## src/hw/sifh_pkg.sv

```systemverilog
package sifh_pkg;

    // timestamp and bin geometry
    localparam int TS_W      = 8;
    // low timestamp bits folded into one bin
    localparam int BIN_SHIFT = 2;
    localparam int SBIN_W    = TS_W - BIN_SHIFT;
    localparam int NB        = 16;
    localparam int BIN_W     = 4;

    // hit sequencing, innermost first
    localparam int DATA_NUM  = 2;
    localparam int DATA_W    = 1;
    localparam int PIXEL_NUM = 4;
    localparam int PIX_W     = 2;
    localparam int ACQ_NUM   = 8;
    localparam int ACQ_W     = 3;
    localparam int FRAME_HITS = DATA_NUM * PIXEL_NUM * ACQ_NUM;

    // one bank holds every pixel histogram back to back
    localparam int ADDR_W    = PIX_W + BIN_W;
    localparam int HIS_DEPTH = PIXEL_NUM * NB;

    // bin count, must hold DATA_NUM * ACQ_NUM
    localparam int CNT_W     = 5;

    typedef logic [TS_W-1:0]  ts_t;
    typedef logic [BIN_W-1:0] bin_t;
    typedef logic [PIX_W-1:0] pix_t;
    typedef logic [CNT_W-1:0] cnt_t;

endpackage

```

## src/hw/his_rd_if.sv

```systemverilog
`timescale 1ns/100ps

interface his_rd_if;

    // frame end strobe from the builder
    logic               frame_done;
    // read-and-clear port on the bank not being filled
    logic               rd_en;
    sifh_pkg::pix_t     rd_pixel;
    sifh_pkg::bin_t     rd_bin;
    // combinational, valid with rd_en
    sifh_pkg::cnt_t     rd_data;

    modport builder (
        output frame_done,
        output rd_data,
        input  rd_en,
        input  rd_pixel,
        input  rd_bin
    );

    modport search (
        input  frame_done,
        input  rd_data,
        output rd_en,
        output rd_pixel,
        output rd_bin
    );

endinterface

```

## src/hw/bin_mapper.sv

```systemverilog
`timescale 1ns/100ps

module bin_mapper (
    input  logic            clk,
    input  logic            combin_res,
    input  logic            hit_valid,
    input  sifh_pkg::ts_t   hit_ts,
    output logic            map_valid,
    output sifh_pkg::bin_t  map_bin,
    output logic            map_in_range
);

    // timestamp with the sub-bin bits dropped
    logic [sifh_pkg::SBIN_W-1:0] shifted;
    logic                        in_range;

    assign shifted = hit_ts[sifh_pkg::TS_W-1:sifh_pkg::BIN_SHIFT];
    // anything at or past NB falls outside the histogram
    assign in_range = (shifted < sifh_pkg::NB);

    // strobe delayed by one cycle
    always_ff @(posedge clk or negedge combin_res) begin
        if (!combin_res) begin
            map_valid <= 1'b0;
        end else begin
            map_valid <= hit_valid;
        end
    end

    // payload, only loaded on a hit
    always_ff @(posedge clk) begin
        if (hit_valid) begin
            map_in_range <= in_range;
            if (in_range) begin
                map_bin <= shifted[sifh_pkg::BIN_W-1:0];
            end else begin
                // out of range bins read as zero
                map_bin <= '0;
            end
        end
    end

endmodule

```

## src/hw/his_builder.sv

```systemverilog
`timescale 1ns/100ps

module his_builder (
    input  logic             clk,
    input  logic             combin_res,
    input  logic             map_valid,
    input  sifh_pkg::bin_t   map_bin,
    input  logic             map_in_range,
    output logic             count_valid,
    output sifh_pkg::pix_t   count_pixel,
    output sifh_pkg::bin_t   count_bin,
    output sifh_pkg::cnt_t   bin_count,
    output logic             bank,
    his_rd_if.builder        rd
);

    // sequencing counters, input inside pixel inside acquisition
    logic [sifh_pkg::DATA_W-1:0] input_cnt;
    sifh_pkg::pix_t              pixel_cnt;
    logic [sifh_pkg::ACQ_W-1:0]  acq_cnt;

    logic last_input;
    logic last_pixel;
    logic last_acq;
    logic frame_end;

    // two banks, one filling while the other is scanned
    sifh_pkg::cnt_t hist [2][sifh_pkg::HIS_DEPTH];

    logic [sifh_pkg::ADDR_W-1:0] wr_addr;
    logic [sifh_pkg::ADDR_W-1:0] rd_addr;
    logic                        rd_bank;
    logic                        wr_en;

    assign last_input = (input_cnt == sifh_pkg::DATA_NUM - 1);
    assign last_pixel = (pixel_cnt == sifh_pkg::PIXEL_NUM - 1);
    assign last_acq   = (acq_cnt == sifh_pkg::ACQ_NUM - 1);
    // last hit of the frame, in range or not
    assign frame_end  = map_valid && last_input && last_pixel && last_acq;

    // pixel picks the histogram, bin the entry inside it
    assign wr_addr = {pixel_cnt, map_bin};
    assign wr_en   = map_valid && map_in_range;

    assign rd_addr    = {rd.rd_pixel, rd.rd_bin};
    assign rd_bank    = ~bank;
    // async read of the finished bank
    assign rd.rd_data = hist[rd_bank][rd_addr];

    // every valid hit advances the sequence
    always_ff @(posedge clk or negedge combin_res) begin
        if (!combin_res) begin
            input_cnt <= '0;
            pixel_cnt <= '0;
            acq_cnt   <= '0;
        end else if (map_valid) begin
            if (!last_input) begin
                input_cnt <= input_cnt + 1'b1;
            end else begin
                input_cnt <= '0;
                if (!last_pixel) begin
                    pixel_cnt <= pixel_cnt + 1'b1;
                end else begin
                    pixel_cnt <= '0;
                    if (!last_acq) begin
                        acq_cnt <= acq_cnt + 1'b1;
                    end else begin
                        acq_cnt <= '0;
                    end
                end
            end
        end
    end

    // bank select and frame strobe
    always_ff @(posedge clk or negedge combin_res) begin
        if (!combin_res) begin
            bank          <= 1'b0;
            rd.frame_done <= 1'b0;
            count_valid   <= 1'b0;
        end else begin
            // swap on the same edge as the last write
            if (frame_end) begin
                bank <= ~bank;
            end
            rd.frame_done <= frame_end;
            count_valid   <= wr_en;
        end
    end

    // bin increment into the active bank, read-and-clear on the other
    always_ff @(posedge clk or negedge combin_res) begin
        if (!combin_res) begin
            for (int b = 0; b < 2; b++) begin
                for (int a = 0; a < sifh_pkg::HIS_DEPTH; a++) begin
                    hist[b][a] <= '0;
                end
            end
        end else begin
            if (wr_en) begin
                hist[bank][wr_addr] <= hist[bank][wr_addr] + 1'b1;
            end
            // never the same bank as the write
            if (rd.rd_en) begin
                hist[rd_bank][rd_addr] <= '0;
            end
        end
    end

    // report the updated count one cycle after the write
    always_ff @(posedge clk) begin
        if (wr_en) begin
            count_pixel <= pixel_cnt;
            count_bin   <= map_bin;
            bin_count   <= hist[bank][wr_addr] + 1'b1;
        end
    end

endmodule

```

## src/hw/peak_search.sv

```systemverilog
`timescale 1ns/100ps

module peak_search (
    input  logic            clk,
    input  logic            combin_res,
    his_rd_if.search        rd,
    output logic            peak_valid,
    output sifh_pkg::pix_t  peak_pixel,
    output sifh_pkg::bin_t  peak_bin,
    output sifh_pkg::cnt_t  peak_count
);

    // scan position, pixel in the upper bits
    logic                        busy;
    logic [sifh_pkg::ADDR_W-1:0] scan_cnt;
    logic                        scan_last;
    logic                        bin_first;
    logic                        bin_last;

    // running maximum within the current pixel
    sifh_pkg::cnt_t max_cnt;
    sifh_pkg::bin_t max_bin;
    // maximum once the current read is folded in
    sifh_pkg::cnt_t cand_cnt;
    sifh_pkg::bin_t cand_bin;

    assign rd.rd_en    = busy;
    assign rd.rd_pixel = scan_cnt[sifh_pkg::ADDR_W-1:sifh_pkg::BIN_W];
    assign rd.rd_bin   = scan_cnt[sifh_pkg::BIN_W-1:0];

    assign bin_first = (rd.rd_bin == '0);
    assign bin_last  = (rd.rd_bin == sifh_pkg::NB - 1);
    assign scan_last = (scan_cnt == sifh_pkg::HIS_DEPTH - 1);

    // first bin restarts the max, later bins need a strictly greater count
    // so ties keep the lower bin
    always_comb begin
        if (bin_first || (rd.rd_data > max_cnt)) begin
            cand_cnt = rd.rd_data;
            cand_bin = rd.rd_bin;
        end else begin
            cand_cnt = max_cnt;
            cand_bin = max_bin;
        end
    end

    // scan control
    always_ff @(posedge clk or negedge combin_res) begin
        if (!combin_res) begin
            busy       <= 1'b0;
            scan_cnt   <= '0;
            peak_valid <= 1'b0;
        end else begin
            peak_valid <= busy && bin_last;
            if (rd.frame_done) begin
                // start one cycle after the strobe
                busy     <= 1'b1;
                scan_cnt <= '0;
            end else if (busy) begin
                scan_cnt <= scan_cnt + 1'b1;
                if (scan_last) begin
                    busy <= 1'b0;
                end
            end
        end
    end

    // running max and per-pixel result
    always_ff @(posedge clk) begin
        if (busy) begin
            max_cnt <= cand_cnt;
            max_bin <= cand_bin;
            if (bin_last) begin
                peak_pixel <= rd.rd_pixel;
                peak_bin   <= cand_bin;
                peak_count <= cand_cnt;
            end
        end
    end

endmodule

```

## src/hw/sifh_top.sv

```systemverilog
`timescale 1ns/100ps

module sifh_top (
    input  logic            clk,
    input  logic            combin_res,
    input  logic            hit_valid,
    input  sifh_pkg::ts_t   hit_ts,
    output logic            count_valid,
    output sifh_pkg::pix_t  count_pixel,
    output sifh_pkg::bin_t  count_bin,
    output sifh_pkg::cnt_t  bin_count,
    output logic            bank,
    output logic            frame_done,
    output logic            peak_valid,
    output sifh_pkg::pix_t  peak_pixel,
    output sifh_pkg::bin_t  peak_bin,
    output sifh_pkg::cnt_t  peak_count
);

    // mapper to builder
    logic           map_valid;
    sifh_pkg::bin_t map_bin;
    logic           map_in_range;

    // builder to peak search
    his_rd_if rd_if ();

    // frame strobe also goes off chip
    assign frame_done = rd_if.frame_done;

    bin_mapper i_bin_mapper (
        .clk          (clk),
        .combin_res   (combin_res),
        .hit_valid    (hit_valid),
        .hit_ts       (hit_ts),
        .map_valid    (map_valid),
        .map_bin      (map_bin),
        .map_in_range (map_in_range)
    );

    his_builder i_his_builder (
        .clk          (clk),
        .combin_res   (combin_res),
        .map_valid    (map_valid),
        .map_bin      (map_bin),
        .map_in_range (map_in_range),
        .count_valid  (count_valid),
        .count_pixel  (count_pixel),
        .count_bin    (count_bin),
        .bin_count    (bin_count),
        .bank         (bank),
        .rd           (rd_if.builder)
    );

    peak_search i_peak_search (
        .clk          (clk),
        .combin_res   (combin_res),
        .rd           (rd_if.search),
        .peak_valid   (peak_valid),
        .peak_pixel   (peak_pixel),
        .peak_bin     (peak_bin),
        .peak_count   (peak_count)
    );

endmodule

```

## config.mk

```make
export PLATFORM = sky130hd
export DESIGN_NAME = sifh_top
export DESIGN_NICKNAME = d
export VERILOG_FILES = /design/src/hw/sifh_pkg.sv /design/src/hw/his_rd_if.sv /design/src/hw/bin_mapper.sv /design/src/hw/his_builder.sv /design/src/hw/peak_search.sv /design/src/hw/sifh_top.sv
export SDC_FILE = /design/constraint.sdc
export NUM_CORES = 2
export LEC_CHECK = 0
export ABC_AREA = 0
export BUFFER_PORTS_ARGS = -buffer_cell sky130_fd_sc_hd__buf_2
export CORE_MARGIN = 2
export CORE_UTILIZATION = 50
export DETAILED_ROUTE_END_ITERATION = 16
export GPL_ROUTABILITY_DRIVEN = 0
export PLACE_DENSITY_LB_ADDON = 0.25
export SLEW_MARGIN = 25
export SYNTH_ARGS = -nofsm -noshare
export SYNTH_HDL_FRONTEND = slang
export SYNTH_HIERARCHICAL = 1
export SYNTH_SLANG_ARGS = --single-unit
```

## constraint.sdc

```tcl
create_clock -name clk -period 9.4 [get_ports clk]
set_clock_uncertainty 0.2 [all_clocks]
set_input_delay 0 -clock clk [delete_from_list [all_inputs] [get_ports clk]]
set_output_delay 0 -clock clk [all_outputs]
set_load 0.005 [all_outputs]
```

==> impl_metrics.ini <==
[synth]
ys_seq_area_frac = 0.4477
postSynthAreaPerCell_um2 = 10.51
synth-edff-count = 36
synthCells = 3729
synth_flop_cell = dfrtp_1
ys_ff_latch = 694
synth_warnings = 6
syn_nets = 3754
synth.distinct_cells = 71
synth_area_mm2 = 0.03919
synth-async-reset-ratio = 0.9481

[worst_setup_path]
critPathSlowestCell = ha_4
max_stage_delay_ps = 1060
worstPathRequired_ps = 9750
cp-start-kind = flop
critPathKind = reg2reg
path_common_cell = buf_4
worst-path-max-fanout = 74
cp.arrival_ps = 6850
end_kind = flop
path_cells = buf_4 > or3b_2 > buf_4 > o22ai_1 > nor4_1 > nor3_1 > o32a_2 > buf_4 > ha_4 > buf_4 > nand2_1 > a21oi_1

[floorplan]
die-area_mm2 = 0.08064
rows = 102
core_area_mm2 = 0.07747
die_x_um = 284.0
num_io_pins = 37
die_h_um = 284.0
start_util = 0.5059

[cells_and_area]
fin_nets = 3625
final_cell_mix = 653 x dfrtp_1, 464 x o22ai_1, 444 x a21oi_1
final_core_util = 0.5485
area_growth_pct = 8.416
drive_above_1_share = 0.1732
final_common_cell = dfrtp_1

[cts]
root_buffer = clkbuf_16
cts_setup_buffers = 0
clock_latency_ps = 650
clk_pin_slew_ps = 60
clockBufferDepth = 3
cts_sinks = 694
htreeDepth = 3
cts_inserted_buffers = 77
tritoncts = yes

[run_status]
status = finished, final reports clean

[route]
drt_iter0_drc = 4350
dr.pass1.iters = 8
vias = 33170
vias_per_cell = 7.055
drc = 0
drtAntennaViolNets = 0
wire_per_inst_um = 28.90
wl_um = 135800

[timing]
fmax_ghz = 0.1539
drv_slew = 0
finalCritPeriodShare = 0.6910
tightest_slew_ps = 1142
hold_viol_final = 0
relSlewSlack = 0.2388
setup_viol = 0
rsz0062_at_grt = false
setup_tns_ps = 0
finalCriticalPeriod_ps = 6496

[global_route]
grt_antenna_before_repair = 2
grt_pass1_wl_um = 207400
grt_usage = 0.3356
grt_start_max_net_pins = 154
grt_overflow_total = 0
grt_pass1_vias = 32220

[power]
powerDensity_mw_per_mm2 = 252.0
p_leak_uw = 0.01604
ir_worst_vdd_v = 0.0003686

[min_path]
hold_class = in2reg

[placement]
dp_hpwl_um = 81980
io_buffers = 34

[run]
cap_violations = 0
[critical path, delay by kind of cell, from the launching register on]
family                   cells  cell delay [ps]
AO/OA/AOI/OAI                3              760
adder cells (fa/ha/maj)      1             1060
AND/OR/NAND/NOR              4             1550
flip-flops                   1              850
buffers and inverters        4             1920
[cell families after synthesis]
| family | share of synthesized area |
|---|---|
| buffers and inverters | 0.04955 |
| xor gates and xnor gates | 0.002682 |
| DFF | 0.4477 |
| AOI/OAI and AO/OA | 0.2274 |
| and+or+nand+nor | 0.07611 |
| muxes | 0.1920 |
| adders and majority gates | 0.004470 |
[layout make-up]
cell class              count  area (um2)
clock buffers             121        2336
multi-input cells        2654       19800
fillers                  6693       34980
flip-flops and latches    694       17560
well taps                1040        1301
clock inverters            18       168.9
diodes                      1       2.502
inverters                  22       82.58
repair buffers            151        1240
[metal layers]
layer  GRT usage  vias to the layer above  part of all wire
li1            -                    14100                 -
met1      0.4628                    16640              0.38
met2      0.4891                     2008              0.44
met3     0.08432                      409              0.12
met4      0.1790                        2             0.056
met5           0                        -          0.000059
[flip-flops by register name, summed over array words and instances, names as in the netlist, 2 cells and up]
signal and flops:
i_peak_search/max_bin 4, i_his_builder/hist 640, i_his_builder/pixel_cnt 2, i_peak_search/peak_pixel 2, i_peak_search/scan_cnt 6, i_his_builder/count_pixel 2, i_his_builder/acq_cnt 3, i_bin_mapper/map_bin 4
i_peak_search/peak_count 5, i_his_builder/count_bin 4, i_peak_search/peak_bin 4, i_his_builder/bin_count 5, i_peak_search/max_cnt 5
[cells in the mapped netlist, types with 3 or more instances]
library cell,number,share of area
o41ai_1,3,0.00067
o21ai_1,3,0.00038
a22o_1,12,0.0027
a21o_1,4,0.00077
a2111oi_0,9,0.0020
o221ai_1,27,0.0060
nand4_1,3,0.00048
a22oi_1,13,0.0025
dfrtp_1,658,0.42
nand3_1,25,0.0032
or3_1,6,0.00096
nor4_1,10,0.0016
buf_4,16,0.0031
clkbuf_1,223,0.021
buf_6,24,0.0069
a21oi_2,100,0.022
nor3b_1,6,0.0011
nand3b_1,4,0.00077
mux2_2,21,0.0060
a211o_1,3,0.00067
buf_2,74,0.0095
a31oi_1,13,0.0021
buf_1,11,0.0011
nor2_1,416,0.040
and3_1,4,0.00064
a211oi_1,140,0.027
o31ai_2,7,0.0022
nand2_1,190,0.018
a21oi_1,444,0.057
inv_1,18,0.0017
a311oi_1,4,0.00089
xnor2_1,5,0.0011
buf_12,11,0.0056
o21ai_0,159,0.020
ha_1,14,0.0045
mux4_2,217,0.12
edfxtp_1,36,0.028
o22ai_1,464,0.074
nor3_1,19,0.0024
a221oi_1,7,0.0016
nand2b_1,14,0.0022
nor2b_1,9,0.0014
o211ai_1,5,0.00096
mux2i_1,240,0.061
[stage by stage]
step                      power, uW  instances  hold slack, ps  setup slack (ps)  area (um2)
after CTS                     10600       4698           19.76              3075       42420
after global routing          11110       4700           73.21              2774       42490
after floorplan                6580       3729          -495.6              4792       39190
after global placement         7465       4546          -143.2              3217       39770
final                         10710       4701           45.18              2904       42490
after detailed placement       7552       4546          -139.6              3121       39770
[where the power goes]
group / switching, uW / internal, uW / leakage, uW / total [uW]
Clock: 1300 / 1760 / 0.00122 / 3060
Combinational: 2320 / 1210 / 0.00552 / 3540
Sequential: 522 / 3590 / 0.00930 / 4110
[final timing paths]
kind / to / cells past startpoint / slack (ps) / startpoint
setup / recovery: i_his_builder/hist[201]$_DFF_PN0_ / 12 / 2900 / i_bin_mapper/map_bin[2]$_SDFFCE_PP0P_
hold / removal: i_bin_mapper/map_bin[2]$_SDFFCE_PP0P_ / 3 / 50 / hit_ts[6]
setup reg to reg: i_his_builder/hist[201]$_DFF_PN0_ / 12 / 2900 / i_bin_mapper/map_bin[2]$_SDFFCE_PP0P_
hold reg to reg: i_his_builder/acq_cnt[1]$_DFFE_PN0P_ / 2 / 280 / i_his_builder/acq_cnt[1]$_DFFE_PN0P_
max in group asynchronous: i_his_builder/hist[501]$_DFF_PN0_ / 5 / 7010 / combin_res
min in group asynchronous: i_his_builder/hist[443]$_DFF_PN0_ / 4 / 380 / combin_res
[timing repair]
action | CTS | global route
hold buffers | 13 | 0
resized for setup | 0 | 0
hold endpoints to repair | 246 | 0
Power figures use the tool's default switching activity.
